$ cat src/rtl/fetch_pkg.sv
package fetch_pkg;

    // datapath width, address and instruction alike
    localparam int xlen = 32;

    // first fetch after reset
    localparam logic [xlen-1:0] reset_pc = 32'h1C00_0000;

    // outstanding fetch tracking
    localparam int queue_depth = 4;
    localparam int queue_ptr_w = 2;

    // credit counter, sized to hold the full decode buffer
    localparam int credit_w = 3;
    localparam logic [credit_w-1:0] decode_credits = 3'd4;

    // fetch exception codes
    localparam int excep_w = 2;
    localparam logic [excep_w-1:0] excep_none = 2'd0;
    localparam logic [excep_w-1:0] excep_adef = 2'd1;
    localparam logic [excep_w-1:0] excep_tlbr = 2'd2;

    // direct mapped window, {pseg, vseg}
    localparam int dmw_seg_w = 3;
    localparam logic [2*dmw_seg_w-1:0] dmw_reset = {3'b000, 3'b000};

endpackage

$ cat src/rtl/redirect_sel.sv
module redirect_sel (
    input  logic                       clk,
    input  logic                       resetn,
    input  logic                       br_taken,
    input  logic [fetch_pkg::xlen-1:0] br_target,
    input  logic                       wb_flush,
    input  logic [fetch_pkg::xlen-1:0] wb_target,
    input  logic                       advance,
    output logic [fetch_pkg::xlen-1:0] fetch_va,
    output logic                       redirect
);

    logic [fetch_pkg::xlen-1:0] pc_q;
    logic [fetch_pkg::xlen-1:0] pend_target;
    logic                       pend;

    assign redirect = br_taken | wb_flush;

    // a latched redirect overrides the sequential pc until consumed
    assign fetch_va = pend ? pend_target : pc_q;

    always_ff @(posedge clk) begin
        if (!resetn) begin
            pend <= 1'b0;
            pc_q <= fetch_pkg::reset_pc;
        end else if (redirect) begin
            pend <= 1'b1;
        end else if (advance) begin
            pend <= 1'b0;
            pc_q <= fetch_va + 32'd4;
        end
    end

    // writeback beats branch in the same cycle
    always_ff @(posedge clk) begin
        if (wb_flush) begin
            pend_target <= wb_target;
        end else if (br_taken) begin
            pend_target <= br_target;
        end
    end

endmodule

$ cat src/rtl/addr_xlate.sv
module addr_xlate (
    input  logic                                 clk,
    input  logic                                 resetn,
    input  logic                                 dmw_we,
    input  logic [2*fetch_pkg::dmw_seg_w-1:0]    dmw_wdata,
    input  logic [fetch_pkg::xlen-1:0]           fetch_va,
    output logic [fetch_pkg::xlen-1:0]           fetch_pa,
    output logic [fetch_pkg::excep_w-1:0]        fetch_excep
);

    logic [2*fetch_pkg::dmw_seg_w-1:0] dmw;
    logic [fetch_pkg::dmw_seg_w-1:0]   vseg;
    logic [fetch_pkg::dmw_seg_w-1:0]   pseg;
    logic                              win_hit;
    logic                              misaligned;

    always_ff @(posedge clk) begin
        if (!resetn) begin
            dmw <= fetch_pkg::dmw_reset;
        end else if (dmw_we) begin
            dmw <= dmw_wdata;
        end
    end

    assign vseg = dmw[fetch_pkg::dmw_seg_w-1:0];
    assign pseg = dmw[2*fetch_pkg::dmw_seg_w-1:fetch_pkg::dmw_seg_w];

    // top bits select the segment
    assign win_hit =
        fetch_va[fetch_pkg::xlen-1:fetch_pkg::xlen-fetch_pkg::dmw_seg_w] == vseg;
    assign misaligned = |fetch_va[1:0];

    assign fetch_pa = win_hit ?
        {pseg, fetch_va[fetch_pkg::xlen-fetch_pkg::dmw_seg_w-1:0]} : fetch_va;

    // alignment is checked before the window
    always_comb begin
        if (misaligned) begin
            fetch_excep = fetch_pkg::excep_adef;
        end else if (!win_hit) begin
            fetch_excep = fetch_pkg::excep_tlbr;
        end else begin
            fetch_excep = fetch_pkg::excep_none;
        end
    end

endmodule

$ cat src/rtl/fetch_queue.sv
module fetch_queue (
    input  logic                          clk,
    input  logic                          resetn,
    input  logic                          push,
    input  logic [fetch_pkg::xlen-1:0]    push_pc,
    input  logic [fetch_pkg::excep_w-1:0] push_excep,
    input  logic                          push_mem,
    input  logic                          pop,
    input  logic                          kill_all,
    output logic                          full,
    output logic                          empty,
    output logic                          head_valid,
    output logic [fetch_pkg::xlen-1:0]    head_pc,
    output logic [fetch_pkg::excep_w-1:0] head_excep,
    output logic                          head_killed,
    output logic                          head_mem
);

    logic [fetch_pkg::xlen-1:0]    pc_mem    [fetch_pkg::queue_depth];
    logic [fetch_pkg::excep_w-1:0] excep_mem [fetch_pkg::queue_depth];
    logic                          mem_flag  [fetch_pkg::queue_depth];
    logic [fetch_pkg::queue_depth-1:0] killed;
    logic [fetch_pkg::queue_ptr_w-1:0] wr_ptr;
    logic [fetch_pkg::queue_ptr_w-1:0] rd_ptr;
    logic [fetch_pkg::queue_ptr_w:0]   count;

    assign full       = count == fetch_pkg::queue_depth;
    assign empty      = count == '0;
    assign head_valid = !empty;

    assign head_pc     = pc_mem[rd_ptr];
    assign head_excep  = excep_mem[rd_ptr];
    assign head_mem    = mem_flag[rd_ptr];
    assign head_killed = killed[rd_ptr];

    // pointers wrap naturally, depth is a power of two
    always_ff @(posedge clk) begin
        if (!resetn) begin
            wr_ptr <= '0;
            rd_ptr <= '0;
            count  <= '0;
        end else begin
            if (push) begin
                wr_ptr <= wr_ptr + 1'b1;
            end
            if (pop) begin
                rd_ptr <= rd_ptr + 1'b1;
            end
            case ({push, pop})
                2'b10:   count <= count + 1'b1;
                2'b01:   count <= count - 1'b1;
                default: count <= count;
            endcase
        end
    end

    // kill marks everything stored, plus a same-cycle push
    always_ff @(posedge clk) begin
        if (!resetn) begin
            killed <= '0;
        end else begin
            if (kill_all) begin
                killed <= '1;
            end
            if (push) begin
                killed[wr_ptr] <= kill_all;
            end
        end
    end

    always_ff @(posedge clk) begin
        if (push) begin
            pc_mem[wr_ptr]    <= push_pc;
            excep_mem[wr_ptr] <= push_excep;
            mem_flag[wr_ptr]  <= push_mem;
        end
    end

endmodule

$ cat src/rtl/fetch_ctrl.sv
module fetch_ctrl (
    input  logic                          clk,
    input  logic                          resetn,
    input  logic [fetch_pkg::xlen-1:0]    fetch_va,
    input  logic [fetch_pkg::xlen-1:0]    fetch_pa,
    input  logic [fetch_pkg::excep_w-1:0] fetch_excep,
    input  logic                          redirect,
    input  logic                          inst_addr_ok,
    input  logic                          inst_data_ok,
    input  logic [fetch_pkg::xlen-1:0]    inst_rdata,
    input  logic                          fe_credit,
    input  logic                          full,
    input  logic                          empty,
    input  logic                          head_valid,
    input  logic [fetch_pkg::xlen-1:0]    head_pc,
    input  logic [fetch_pkg::excep_w-1:0] head_excep,
    input  logic                          head_killed,
    input  logic                          head_mem,
    output logic                          advance,
    output logic                          push,
    output logic [fetch_pkg::xlen-1:0]    push_pc,
    output logic [fetch_pkg::excep_w-1:0] push_excep,
    output logic                          push_mem,
    output logic                          pop,
    output logic                          kill_all,
    output logic                          inst_req,
    output logic [fetch_pkg::xlen-1:0]    inst_addr,
    output logic                          fe_valid,
    output logic [fetch_pkg::xlen-1:0]    fe_pc,
    output logic [fetch_pkg::xlen-1:0]    fe_inst,
    output logic [fetch_pkg::excep_w-1:0] fe_excep
);

    logic [fetch_pkg::credit_w-1:0] credits;
    logic [fetch_pkg::credit_w-1:0] credit_take;
    logic [fetch_pkg::credit_w-1:0] credit_ret;
    logic [fetch_pkg::credit_w-1:0] credit_kill;
    logic [fetch_pkg::xlen-1:0]     req_pc;
    logic                           req_stale;
    logic                           halted;
    logic                           accept;
    logic                           fault;
    logic                           slot_ok;
    logic                           issue;
    logic                           exc_push;
    logic                           head_out;
    logic                           kill_ret;

    assign accept = inst_req & inst_addr_ok;
    assign fault  = fetch_excep != fetch_pkg::excep_none;

    // one request register, refilled only once it has gone out
    assign slot_ok  = !inst_req && !halted && !redirect && credits != '0;
    assign issue    = slot_ok && !full && !fault;
    // faults wait for an empty queue so they never race data_ok
    assign exc_push = slot_ok && empty && fault;

    // a stale request no longer owns fetch_va
    assign advance  = (accept & ~req_stale) | exc_push;
    assign kill_all = redirect | (accept & req_stale);

    assign push       = accept | exc_push;
    assign push_pc    = accept ? req_pc : fetch_va;
    assign push_excep = accept ? fetch_pkg::excep_none : fetch_excep;
    assign push_mem   = accept;

    always_ff @(posedge clk) begin
        if (!resetn) begin
            inst_req <= 1'b0;
        end else if (issue) begin
            inst_req <= 1'b1;
        end else if (accept) begin
            inst_req <= 1'b0;
        end
    end

    always_ff @(posedge clk) begin
        if (issue) begin
            inst_addr <= fetch_pa;
            req_pc    <= fetch_va;
        end
    end

    // redirect while the request waits for addr_ok
    always_ff @(posedge clk) begin
        if (!resetn) begin
            req_stale <= 1'b0;
        end else if (accept) begin
            req_stale <= 1'b0;
        end else if (redirect && inst_req) begin
            req_stale <= 1'b1;
        end
    end

    always_ff @(posedge clk) begin
        if (!resetn) begin
            halted <= 1'b0;
        end else if (redirect) begin
            halted <= 1'b0;
        end else if (exc_push) begin
            halted <= 1'b1;
        end
    end

    // head leaves on its data, or at once when it is an exception
    assign head_out = head_valid && (head_mem ? inst_data_ok : 1'b1);
    assign pop      = head_out;
    assign kill_ret = head_out & head_killed;

    assign fe_valid = head_out & ~head_killed;
    assign fe_pc    = head_pc;
    assign fe_inst  = head_mem ? inst_rdata : '0;
    assign fe_excep = head_excep;

    assign credit_take = {{(fetch_pkg::credit_w-1){1'b0}}, issue | exc_push};
    assign credit_ret  = {{(fetch_pkg::credit_w-1){1'b0}}, fe_credit};
    assign credit_kill = {{(fetch_pkg::credit_w-1){1'b0}}, kill_ret};

    always_ff @(posedge clk) begin
        if (!resetn) begin
            credits <= fetch_pkg::decode_credits;
        end else begin
            credits <= credits - credit_take + credit_ret + credit_kill;
        end
    end

endmodule

$ cat src/rtl/fetch_top.sv
module fetch_top (
    input  logic                              clk,
    input  logic                              resetn,
    output logic                              inst_req,
    output logic [fetch_pkg::xlen-1:0]        inst_addr,
    input  logic                              inst_addr_ok,
    input  logic                              inst_data_ok,
    input  logic [fetch_pkg::xlen-1:0]        inst_rdata,
    input  logic                              br_taken,
    input  logic [fetch_pkg::xlen-1:0]        br_target,
    input  logic                              wb_flush,
    input  logic [fetch_pkg::xlen-1:0]        wb_target,
    input  logic                              dmw_we,
    input  logic [2*fetch_pkg::dmw_seg_w-1:0] dmw_wdata,
    output logic                              fe_valid,
    output logic [fetch_pkg::xlen-1:0]        fe_pc,
    output logic [fetch_pkg::xlen-1:0]        fe_inst,
    output logic [fetch_pkg::excep_w-1:0]     fe_excep,
    input  logic                              fe_credit
);

    logic                          advance;
    logic                          redirect;
    logic [fetch_pkg::xlen-1:0]    fetch_va;
    logic [fetch_pkg::xlen-1:0]    fetch_pa;
    logic [fetch_pkg::excep_w-1:0] fetch_excep;
    logic                          push;
    logic [fetch_pkg::xlen-1:0]    push_pc;
    logic [fetch_pkg::excep_w-1:0] push_excep;
    logic                          push_mem;
    logic                          pop;
    logic                          kill_all;
    logic                          full;
    logic                          empty;
    logic                          head_valid;
    logic [fetch_pkg::xlen-1:0]    head_pc;
    logic [fetch_pkg::excep_w-1:0] head_excep;
    logic                          head_killed;
    logic                          head_mem;

    redirect_sel u_redirect_sel (
        .clk       (clk),
        .resetn    (resetn),
        .br_taken  (br_taken),
        .br_target (br_target),
        .wb_flush  (wb_flush),
        .wb_target (wb_target),
        .advance   (advance),
        .fetch_va  (fetch_va),
        .redirect  (redirect)
    );

    addr_xlate u_addr_xlate (
        .clk         (clk),
        .resetn      (resetn),
        .dmw_we      (dmw_we),
        .dmw_wdata   (dmw_wdata),
        .fetch_va    (fetch_va),
        .fetch_pa    (fetch_pa),
        .fetch_excep (fetch_excep)
    );

    fetch_queue u_fetch_queue (
        .clk         (clk),
        .resetn      (resetn),
        .push        (push),
        .push_pc     (push_pc),
        .push_excep  (push_excep),
        .push_mem    (push_mem),
        .pop         (pop),
        .kill_all    (kill_all),
        .full        (full),
        .empty       (empty),
        .head_valid  (head_valid),
        .head_pc     (head_pc),
        .head_excep  (head_excep),
        .head_killed (head_killed),
        .head_mem    (head_mem)
    );

    fetch_ctrl u_fetch_ctrl (
        .clk          (clk),
        .resetn       (resetn),
        .fetch_va     (fetch_va),
        .fetch_pa     (fetch_pa),
        .fetch_excep  (fetch_excep),
        .redirect     (redirect),
        .inst_addr_ok (inst_addr_ok),
        .inst_data_ok (inst_data_ok),
        .inst_rdata   (inst_rdata),
        .fe_credit    (fe_credit),
        .full         (full),
        .empty        (empty),
        .head_valid   (head_valid),
        .head_pc      (head_pc),
        .head_excep   (head_excep),
        .head_killed  (head_killed),
        .head_mem     (head_mem),
        .advance      (advance),
        .push         (push),
        .push_pc      (push_pc),
        .push_excep   (push_excep),
        .push_mem     (push_mem),
        .pop          (pop),
        .kill_all     (kill_all),
        .inst_req     (inst_req),
        .inst_addr    (inst_addr),
        .fe_valid     (fe_valid),
        .fe_pc        (fe_pc),
        .fe_inst      (fe_inst),
        .fe_excep     (fe_excep)
    );

endmodule

$ cat config.mk
export PLATFORM = sky130hd
export DESIGN_NAME = fetch_top
export DESIGN_NICKNAME = d
export VERILOG_FILES = /design/src/rtl/fetch_pkg.sv /design/src/rtl/redirect_sel.sv /design/src/rtl/addr_xlate.sv /design/src/rtl/fetch_queue.sv /design/src/rtl/fetch_ctrl.sv /design/src/rtl/fetch_top.sv
export SDC_FILE = /design/constraint.sdc
export NUM_CORES = 1
export LEC_CHECK = 0
export BUFFER_PORTS_ARGS = -buffer_cell sky130_fd_sc_hd__buf_4
export CORE_MARGIN = 8
export CORE_UTILIZATION = 30
export CTS_CLUSTER_DIAMETER = 120
export DETAILED_ROUTE_END_ITERATION = 16
export GPL_TIMING_DRIVEN = 0
export PLACE_DENSITY = 0.5
export SYNTH_ARGS = -nofsm -noshare
export SYNTH_HDL_FRONTEND = slang
export SYNTH_SLANG_ARGS = --single-unit
$ cat constraint.sdc
create_clock -name clk -period 6.1 [get_ports clk]
set_input_delay 1.22 -clock clk [delete_from_list [all_inputs] [get_ports clk]]
set_output_delay 1.22 -clock clk [all_outputs]
set_load 0.01 [all_outputs]
==> results_dict.tcl, run 1 <==
set metrics [dict create \
    hold_viol 0 \
    first_iter_violations 372 \
    first_pass_iters 5 \
    cp.arrival_ns 2.78 \
    synth.net_count 984 \
    root_buffer "clkbuf_16" \
    synthMostInstantiatedCell "edfxtp_1" \
    grt_max_degree 40 \
    synth-compound-area-share_pct 5.243 \
    fin_skew_ns 0.01249 \
    wl_per_cell_um 19.20 \
    clkSlewWorstSetupHoldPaths_ns 0.06 \
    syn_to_final_growth_pct 26.97 \
    avgSynthCellArea_sq_um 13.81 \
    ys_async_sr_fraction_pct 0 \
    yosysTopAreaCell "edfxtp_1" \
    die_x_um 215.4 \
    initial_utilization_pct 30.24 \
    layout_min_cycle_time_ns 3.996 \
    synth_top_family_by_area "multiplexers" \
    synth_edf_count 207 \
    placed_area_sq_mm 0.01423 \
    postCtsHoldBufs 0 \
    p_leak_nw 5.744 \
    synth_area_leaders "edfxtp_1, dfxtp_1, mux4_2, mux2_2, mux2i_1" \
    yosys_warnings 0 \
    cts_resized 0 \
    final_nets 1226 \
    hp-class "flop to flop" \
    antennaDiodeCount 0 \
    vias 7447 \
    design_area_sq_mm 0.01515 \
    die_h_um 215.4 \
    numCtsBuffers 29 \
    whs_ns 0.4549 \
    cts_tree "done" \
    relSlewSlack_pct 40.90 \
    yosysSeqAreaShare_pct 61.83 \
    clock_sinks 265 \
    path_max_fanout 8 \
    io_buffer_count 207 \
    postCtsSetupRepairBufs 0 \
    critPathLaunchType "flop" \
    ys.flop_type "edfxtp_1" \
    p_int_mw 3.994 \
    hpwlAfterDp_um 23760 \
    antenna_found_initial 0 \
    cp_data_required_time_ns 4.88 \
    period_share_pct 65.51 \
    nFillCells 3813 \
    max_freq_mhz 250.2 \
    grt.overflow.total 0 \
    dieArea_sq_mm 0.04641 \
    place_congestion 0.7954 \
    setup_viol 0 \
    insertion_delay_ns 0.54 \
    outcome "completed" \
    htree_levels 1 \
    drcViolationCount 0 \
    yosys.area_share.simple_pct 10.66 \
    power.switching_mw 1.692 \
    grt_pass1_wl_um 48320 \
    swShare_pct 29.76 \
    synth_top_area_share_pct 52.10 \
    clockPowerShare_pct 29.8 \
    worst_pin_slew_ns 0.8865 \
    synthXorXnorAreaFrac_pct 2.422 \
    synth_area_sq_mm 0.01193 \
    cp-end-kind "output port" \
    critical_path_class "flop to output port" \
    rsz0062_at_grt "false" \
    muxShareOfSynthArea_pct 13.38 \
    tns_ns 0 \
    ant_nets 0 \
    synth_common_cells "edfxtp_1, dfxtp_1, nor2_1, a21oi_1, inv_1" \
    cts_max_path_buffers 3 \
    comb_power_share_pct 29.5 \
    grt_pass1_vias 7932 \
    peakVddDrop_v 0.0001913 \
    powerDensity_mw_per_mm2 375.3 \
    synthDistinctLibCells 66 \
    vias_per_cell 4.508 \
    wl_um 31720 \
    grt_use_total_pct 13.20 \
    synthCells 864 \
    num_rows 73 \
    slew_viol_final 0 \
    coreArea_sq_mm 0.03946 \
    cap_viol_max_count 0 \
    io_pins 210 \
    drive_above_1_share_pct 35.49 \
    synth_fa_ha_area_share_pct 1.237 \
    seqPwrFrac_pct 40.7 \
    synth_seq_cells 265 \
]
==> cell families after synthesis <==
group,after synthesis
compound gates,98
xor+xnor,33
fa+ha+maj,10
buf+inv,119
flops,265
mux,107
simple gates,232
==> cell type report <==
type / count / area [sq um] / area share, %
buffer: 73 / 450.4 / 2.973
clock buffer: 35 / 748.2 / 4.939
clock inverter: 17 / 166.4 / 1.098
inverter: 46 / 172.7 / 1.140
multi-input combinational: 480 / 3936 / 25.98
sequential: 265 / 7377 / 48.70
tap: 525 / 656.9 / 4.336
timing repair buffer: 211 / 1642 / 10.84
==> path summary, 6_finish.rpt <==
kind / from / endpoint / slack, ns / depth (start not counted)
worst min register to register: u_redirect_sel.pc_q[17] / u_redirect_sel.pc_q[17] / 0.45 / 2
worst min-delay path: u_redirect_sel.pc_q[17] / u_redirect_sel.pc_q[17] / 0.45 / 2
worst max register to register: flop / u_fetch_ctrl.credits[2] / 2.42 / 11
worst max-delay path: flop / fe_valid / 2.10 / 5
==> routing by layer <==
| metal | vias up | share of wire [%] | GRT usage (%) |
|---|---|---|---|
| li1 | 3637 | - | - |
| met4 | 0 | 1.3 | 2.633 |
| met5 | - | 0 | 0 |
| met2 | 167 | 49 | 22.68 |
| met1 | 3615 | 46 | 17.60 |
| met3 | 28 | 3.7 | 1.902 |
==> state kept, by name (all words and copies together), names as in the netlist, 4 cells and up, named ones only <==
signal and cells:
u_addr_xlate.dmw 6, u_redirect_sel.pc_q 32, u_fetch_ctrl.inst_addr 32, u_fetch_queue.killed 4, u_fetch_queue.excep_mem 8, u_redirect_sel.pend_target 32, u_fetch_queue.mem_flag 4, u_fetch_queue.pc_mem 128
==> power groups by stage <==
| stage | Combinational [mW] | Sequential (mW) | Clock [mW] |
|---|---|---|---|
| floorplan | 1.03 | 2.32 | 0 |
| finish | 1.68 | 2.32 | 1.69 |
| detailed placement | 1.71 | 2.36 | 0 |
| global placement | 1.69 | 2.36 | 0 |
| CTS | 1.72 | 2.32 | 1.75 |
| global route | 1.84 | 2.34 | 1.82 |
==> through the flow <==
stage,setup slack (ns),util (%),std cells,power (mW)
6_report,2.104,38.39,1652,5.686
3_3_place_gp,1.177,35.84,1596,4.044
2_1_floorplan,2.053,-,864,3.350
4_1_cts,1.988,38.39,1652,5.787
3_5_place_dp,1.446,36.08,1600,4.070
5_1_grt,1.826,38.39,1652,5.992
==> placed cells by master (no fill, tap or decap), types with 6 or more instances in the layout <==
master and n:
buf_4 240, mux4_2 36, xnor2_1 30, nand3b_1 7, dfxtp_1 58, o21ai_0 10
clkinv_2 6, and2_1 35, mux2_2 37, nand4_1 10, clkbuf_16 29, nand2_1 43
edfxtp_1 207, buf_1 6, mux2i_1 31, a21oi_1 53, clkbuf_1 26, inv_1 44
ha_1 7, nor2_1 55, o21ai_1 12, buf_2 9, nor3_1 12, nand3_1 32
==> critical path, cell delays in order (launching register included) <==
cell      delay (ns)
dfxtp_1         0.30
clkbuf_1        0.53
mux4_2          0.67
a21oi_1         0.40
nor2b_1         0.19
buf_4           0.13
(Power assumes the default switching activity.)
==> inputs of run 2 (changes only) <==
==> constraint.sdc (replaced) <==
create_clock -name clk -period 3.85 [get_ports clk]
set_input_delay 0.77 -clock clk [delete_from_list [all_inputs] [get_ports clk]]
set_output_delay 0.77 -clock clk [all_outputs]
set_load 0.01 [all_outputs]
==> run 2 against run 1 <==
Design area about the same. Register-to-register slack worse by 2.1 ns. Clock power up 59%. Via count up 0.40%. Die area unchanged. Non-clock buffer count down 1. Global-route usage unchanged. First-iteration DRC count down 2.7%. Largest cell class unchanged. Routed wire length up 0.15%.
==> results_dict.tcl, run 2 (same netlist as run 1, synthesis figures left out) <==
set metrics [dict create \
    postCtsSetupRepairBufs 0 \
    whs_ns 0.4549 \
    layout_min_cycle_time_ns 3.539 \
    crit_buf_inv 3 \
    initial_utilization_pct 30.24 \
    cp-end-kind "flop" \
    slew_viol_final 0 \
    worstPathCellList "clkbuf_1, or2_1, buf_2, and4bb_2, o41ai_4, nand2_1, ha_1, inv_1, fa_1, fa_1, xnor2_1, xnor2_1, nand2_1" \
    critPathLaunchType "input port" \
    drive_above_1_share_pct 35.61 \
    max_freq_mhz 282.6 \
    die_x_um 215.4 \
    worst_pin_slew_ns 0.8887 \
    final_cell_mix "buf_4, edfxtp_1, dfxtp_1, nor2_1, a21oi_1" \
    drcViolationCount 0 \
    vias_per_cell 4.529 \
    first_pass_iters 5 \
    cts_max_path_buffers 3 \
    final_common_cell "buf_4" \
    powerDensity_mw_per_mm2 594.9 \
    wl_per_cell_um 19.24 \
    cts_tree "done" \
    grt.overflow.total 0 \
    top_register "u_fetch_queue.pc_mem" \
    cp.arrival_ns 3.94 \
    critical_path.max_stage_delay_ns 0.69 \
    final_nets 1225 \
    rsz0062_at_grt "false" \
    r2r-end "u_fetch_ctrl.credits[2]" \
    insertion_delay_ns 0.54 \
    vias 7477 \
    dieArea_sq_mm 0.04641 \
    clock_sinks 265 \
    antennaDiodeCount 0 \
    ant_nets 0 \
    hp-class "flop to flop" \
    num_rows 73 \
    fin_skew_ns 0.01340 \
    reg2reg_slack_ns 0.34 \
    path_depth 13 \
    design_area_sq_mm 0.01515 \
    syn_to_final_growth_pct 26.98 \
    clkSlewWorstSetupHoldPaths_ns 0.06 \
    path_max_fanout 39 \
    place_congestion 0.7954 \
    io_buffer_count 207 \
    cp_top_family "adder cells" \
    grt_use_total_pct 13.20 \
    cts_resized 0 \
    numCtsBuffers 29 \
    outcome "completed" \
    placed_area_sq_mm 0.01423 \
    grt_pass1_vias 7932 \
    die_h_um 215.4 \
    critical_path_class "input port to flop" \
    largest_reg_flops 128 \
    hold_viol 0 \
    htree_levels 1 \
    grt_max_degree 40 \
    postCtsHoldBufs 0 \
    cap_viol_max_count 0 \
    io_pins 210 \
    cpMaxStageDelayCell "buf_2" \
    setup_viol 0 \
    period_share_pct 91.91 \
    critical_path.startpoint "wb_flush" \
    hpwlAfterDp_um 23760 \
    r2r_cells 10 \
    wl_um 31770 \
    coreArea_sq_mm 0.03946 \
    p_leak_nw 5.744 \
    cp_data_required_time_ns 4.25 \
    antenna_found_initial 0 \
    first_iter_violations 362 \
    relSlewSlack_pct 40.76 \
    peakVddDrop_v 0.0003043 \
    root_buffer "clkbuf_16" \
    grt_pass1_wl_um 48320 \
    worstSetupEndpoint "u_fetch_ctrl.credits[2]" \
]
-- run 2: changes by cell type in the layout (fill, tap and decap cells not counted) --
cell / delta
clkbuf_1: -1
nor3_1: -1
nor3_2: +1
-- run 2: report_power, final --
group | internal (mW) | switching [mW] | total (mW)
clock | 1.58 | 1.11 | 2.69
combinational | 1.23 | 1.40 | 2.63
sequential | 3.52 | 0.177 | 3.69
-- run 2: worst min-delay path by stage --
stage,startpoint,end,slack [ns],depth (start not counted)
6_report,u_redirect_sel.pc_q[17],u_redirect_sel.pc_q[17],0.45,2
4_1_cts,dmw_wdata[3],u_addr_xlate.dmw[3],0.45,3
3_3_place_gp,u_redirect_sel.pc_q[16],u_redirect_sel.pc_q[16],0.45,2
3_5_place_dp,u_redirect_sel.pc_q[17],u_redirect_sel.pc_q[17],0.45,2
2_1_floorplan,u_redirect_sel.pc_q[16],u_redirect_sel.pc_q[16],0.44,2
5_1_grt,dmw_wdata[4],u_addr_xlate.dmw[4],0.46,3
-- run 2: routing by layer --
layer | part of all wire, % | global-route usage, % | vias to the layer above | routed length, um
li1 | - | - | 3638 | -
met1 | 47 | 17.60 | 3650 | 14780
met2 | 49 | 22.68 | 162 | 15490
met3 | 3.5 | 1.902 | 27 | 1118
met4 | 1.2 | 2.633 | 0 | 381
met5 | 0 | 0 | - | 0
-- run 2: through the flow --
step	total power, mW	TNS [ns]	worst slack [ns]	instances	utilization (%)
floorplan	5.307	0	0.2530	864	-
global placement	6.407	-87.36	-0.6233	1596	35.84
detailed placement	6.449	-0.6961	-0.3538	1600	36.08
CTS	9.170	0	0.06254	1652	38.39
global route	9.492	0	0.02576	1651	38.40
finish	9.013	0	0.3115	1651	38.40
-- run 2: area by class of cell --
| type | count | area, sq um |
|---|---|---|
| inverters | 46 | 172.7 |
| clock buffers | 35 | 748.2 |
| multi-input cells | 480 | 3941 |
| flip-flops and latches | 265 | 7377 |
| fillers | 3813 | 24310 |
| plain buffers | 72 | 446.7 |
| well taps | 525 | 656.9 |
| clock inverters | 17 | 166.4 |
| repair buffers | 211 | 1642 |
-- run 2: worst reg2reg max path, cell delays in order, from the launching register on --
cell	delay (ns)
dfxtp_1	0.68
mux4_2	0.66
a21oi_1	0.41
nand2_1	0.14
ha_1	0.30
inv_1	0.04
fa_1	0.37
fa_1	0.38
xnor2_1	0.17
xnor2_1	0.15
nand2_1	0.07
==> inputs of run 3 (changes only) <==
--- a/config.mk
+++ b/config.mk
@@ -5,6 +5,7 @@
 export SDC_FILE = /design/constraint.sdc
 export NUM_CORES = 1
 export LEC_CHECK = 0
+export ABC_AREA = 1
 export BUFFER_PORTS_ARGS = -buffer_cell sky130_fd_sc_hd__buf_4
 export CORE_MARGIN = 8
 export CORE_UTILIZATION = 30
==> run 3 against run 2 <==
Clock power increased by 6%. Final cell count increased by 29%. Critical path depth fell by 7. Core utilization fell by 0.056 points. Synthesized area is 6.7% higher. Register-to-register slack improved by 0.34 ns. Via count rose by 30%. Hold slack got worse by 0.020 ns. Maximum frequency down 0.60%. Clock-buffer cell count is 2 higher. First-iteration DRC count increased by 65%. Critical path type is now flop to output port.
==> results_dict.tcl, run 3 <==
set metrics [dict create \
    outcome "completed" \
    place_ws_ns 0.4724 \
    die_h_um 222.0 \
    synth_top_family_by_area "simple AND/OR/NAND/NOR gates" \
    numCtsBuffers 29 \
    worst_pin_slew_ns 0.7830 \
    first_pass_iters 5 \
    wl_met1_um 17350 \
    fin_skew_ns 0.02027 \
    ys.flop_type "edfxtp_1" \
    grt_pass1_wl_um 58840 \
    synth.net_count 1441 \
    powerDensity_mw_per_mm2 560.8 \
    synthDistinctLibCells 37 \
    top_register "u_fetch_queue.pc_mem" \
    dr_wl_met2_um 18140 \
    max_freq_mhz 280.9 \
    whs_ns 0.4350 \
    postCtsHoldBufs 0 \
    worstPathCellList "inv_2, clkbuf_1, clkbuf_1, nor2_1, o22ai_1, buf_4" \
    rsz0062_at_grt "false" \
    hp-start "dmw_wdata[3]" \
    p_leak_nw 6.542 \
    worst_slack_ns 0.2902 \
    critPathLaunchType "flop" \
    synth_top_area_share_pct 48.84 \
    highest_layer "met4" \
    r2r-end "u_fetch_ctrl.credits[2]" \
    antennaDiodeCount 0 \
    grt_max_degree 37 \
    swShare_pct 32.57 \
    ys_async_sr_fraction_pct 0 \
    ant_nets 0 \
    synth_area_leaders "edfxtp_1, dfxtp_1, nand2_1, nor2_1, o21ai_0" \
    first_iter_violations 597 \
    seqPwrFrac_pct 38.5 \
    wl_met3_um 1750 \
    synth-compound-area-share_pct 8.699 \
    hold_viol 0 \
    syn_to_final_growth_pct 26.35 \
    synthXorXnorAreaFrac_pct 0.5505 \
    htree_levels 1 \
    relSlewSlack_pct 47.72 \
    cap_viol_max_count 0 \
    synthCells 1321 \
    initial_utilization_pct 30.34 \
    die_x_um 222.0 \
    clkSlewWorstSetupHoldPaths_ns 0.06 \
    cts_max_path_buffers 3 \
    yosysTopAreaCell "edfxtp_1" \
    hp-class "input port to flop" \
    r2r_cells 13 \
    holdPathEnd "u_addr_xlate.dmw[3]" \
    coreArea_sq_mm 0.04195 \
    yosys.area_share.simple_pct 20.86 \
    cpMaxStageDelayCell "clkbuf_1" \
    dieArea_sq_mm 0.04928 \
    cts_tree "done" \
    synth_seq_cells 265 \
    antenna_found_initial 0 \
    path_common_cell "clkbuf_1" \
    setup_viol 0 \
    comb_power_share_pct 29.8 \
    tns_ns 0 \
    largest_reg_flops 128 \
    synth_area_sq_mm 0.01273 \
    cp_data_required_time_ns 3.08 \
    hpwlAfterDp_um 28910 \
    power.switching_mw 2.938 \
    clockPowerShare_pct 31.7 \
    postCtsSetupRepairBufs 0 \
    reg2reg_slack_ns 0.68 \
    vias_per_cell 4.560 \
    path_max_fanout 10 \
    crit_buf_inv 4 \
    vias 9689 \
    slew_viol_final 0 \
    drive_above_1_share_pct 26.67 \
    nFillCells 4167 \
    cts_resized 0 \
    drcViolationCount 0 \
    place_congestion 0.9165 \
    critical_path.max_stage_delay_ns 0.51 \
    muxShareOfSynthArea_pct 2.831 \
    cp-end-kind "output port" \
    cp_top_family "buffers and inverters" \
    critical_path_class "flop to output port" \
    final_nets 1683 \
    io_pins 210 \
    synth_edf_count 207 \
    yosys_warnings 0 \
    num_rows 75 \
    synth_fa_ha_area_share_pct 1.160 \
    yosysSeqAreaShare_pct 57.96 \
    p_int_mw 6.082 \
    final_common_cell "nand2_1" \
    final_cell_mix "nand2_1, buf_4, edfxtp_1, nor2_1, o21ai_0" \
    cp.arrival_ns 2.79 \
    grt_use_total_pct 15.11 \
    grt_pass1_vias 9974 \
    insertion_delay_ns 0.56 \
    holdPathStages 3 \
    synth_common_cells "nand2_1, edfxtp_1, nor2_1, o21ai_0, inv_1" \
    wl_um 38030 \
    grt.overflow.total 0 \
    clock_sinks 265 \
    period_share_pct 92.46 \
    peakVddDrop_v 0.0003448 \
    avgSynthCellArea_sq_um 9.635 \
    wl_per_cell_um 17.90 \
    layout_min_cycle_time_ns 3.560 \
    root_buffer "clkbuf_16" \
    io_buffer_count 207 \
    synthMostInstantiatedCell "nand2_1" \
]
run 3: worst max-delay path by stage:
| stage | start | to | slack (ns) | depth (start not counted) |
|---|---|---|---|---|
| 3_3_place_gp | wb_flush | u_fetch_queue.pc_mem[3][15] | -1.60 | 9 |
| 2_1_floorplan | wb_flush | u_fetch_queue.excep_mem[0][0] | 0.16 | 9 |
| 5_1_grt | flop | fe_pc[18] | 0.14 | 6 |
| 6_report | flop | fe_pc[26] | 0.29 | 6 |
| 4_1_cts | flop | fe_pc[28] | 0.04 | 6 |
| 3_5_place_dp | flop | u_fetch_ctrl.credits[2] | 0.47 | 14 |
run 3: worst register-to-register path, delay by kind of cell, from the launching register on:
kind                       cells  cell delay [ns]
AOI/OAI and AO/OA              1             0.30
adders and majority gates      3             0.89
and+or+nand+nor                5             0.81
DFF                            1             0.30
buffers and inverters          4             0.81
run 3: power groups by stage:
stage	combinational (mW)	clock (mW)	sequential, mW
after global placement	2.69	0	3.52
after detailed placement	2.76	0	3.52
after global routing	2.98	3.03	3.49
final	2.69	2.86	3.47
after floorplan	1.47	0	3.49
after CTS	2.77	2.93	3.46
run 3: stage by stage:
step,std cells,util (%),total power [mW],cell area (sq um)
CTS,2125,38.30,9.153,16070
detailed placement,2071,35.96,6.271,15080
global route,2125,38.34,9.507,16080
global placement,2067,35.66,6.216,14960
finish,2125,38.34,9.019,16080
floorplan,1321,-,4.960,12730
run 3: area by class of cell:
class                   instances  area [sq um]  area share (%)
plain buffers                  85         526.8           3.275
clock buffers                  37         785.8           4.886
clock inverters                17         198.9           1.237
inverters                     128         480.5           2.987
multi-input cells             842          4370           27.17
flip-flops and latches        265          7377           45.87
well taps                     539         674.4           4.193
repair buffers                212          1669           10.38
run 3: kinds of logic (layout without fill, tap and decap cells):
group / Yosys count / after routing
AOI/OAI and AO/OA: 200 / 200
adders and majority gates: 10 / 10
buffers and inverters: 214 / 479
and+or+nand+nor: 592 / 592
xor gates and xnor gates: 8 / 8
DFF: 265 / 265
muxes: 32 / 32
run 3: routing by layer:
| metal | global-route usage (%) | up-vias |
|---|---|---|
| met5 | 0 | - |
| met1 | 19.92 | 4526 |
| met4 | 3.378 | 0 |
| met2 | 25.86 | 249 |
| li1 | - | 4861 |
| met3 | 2.315 | 53 |
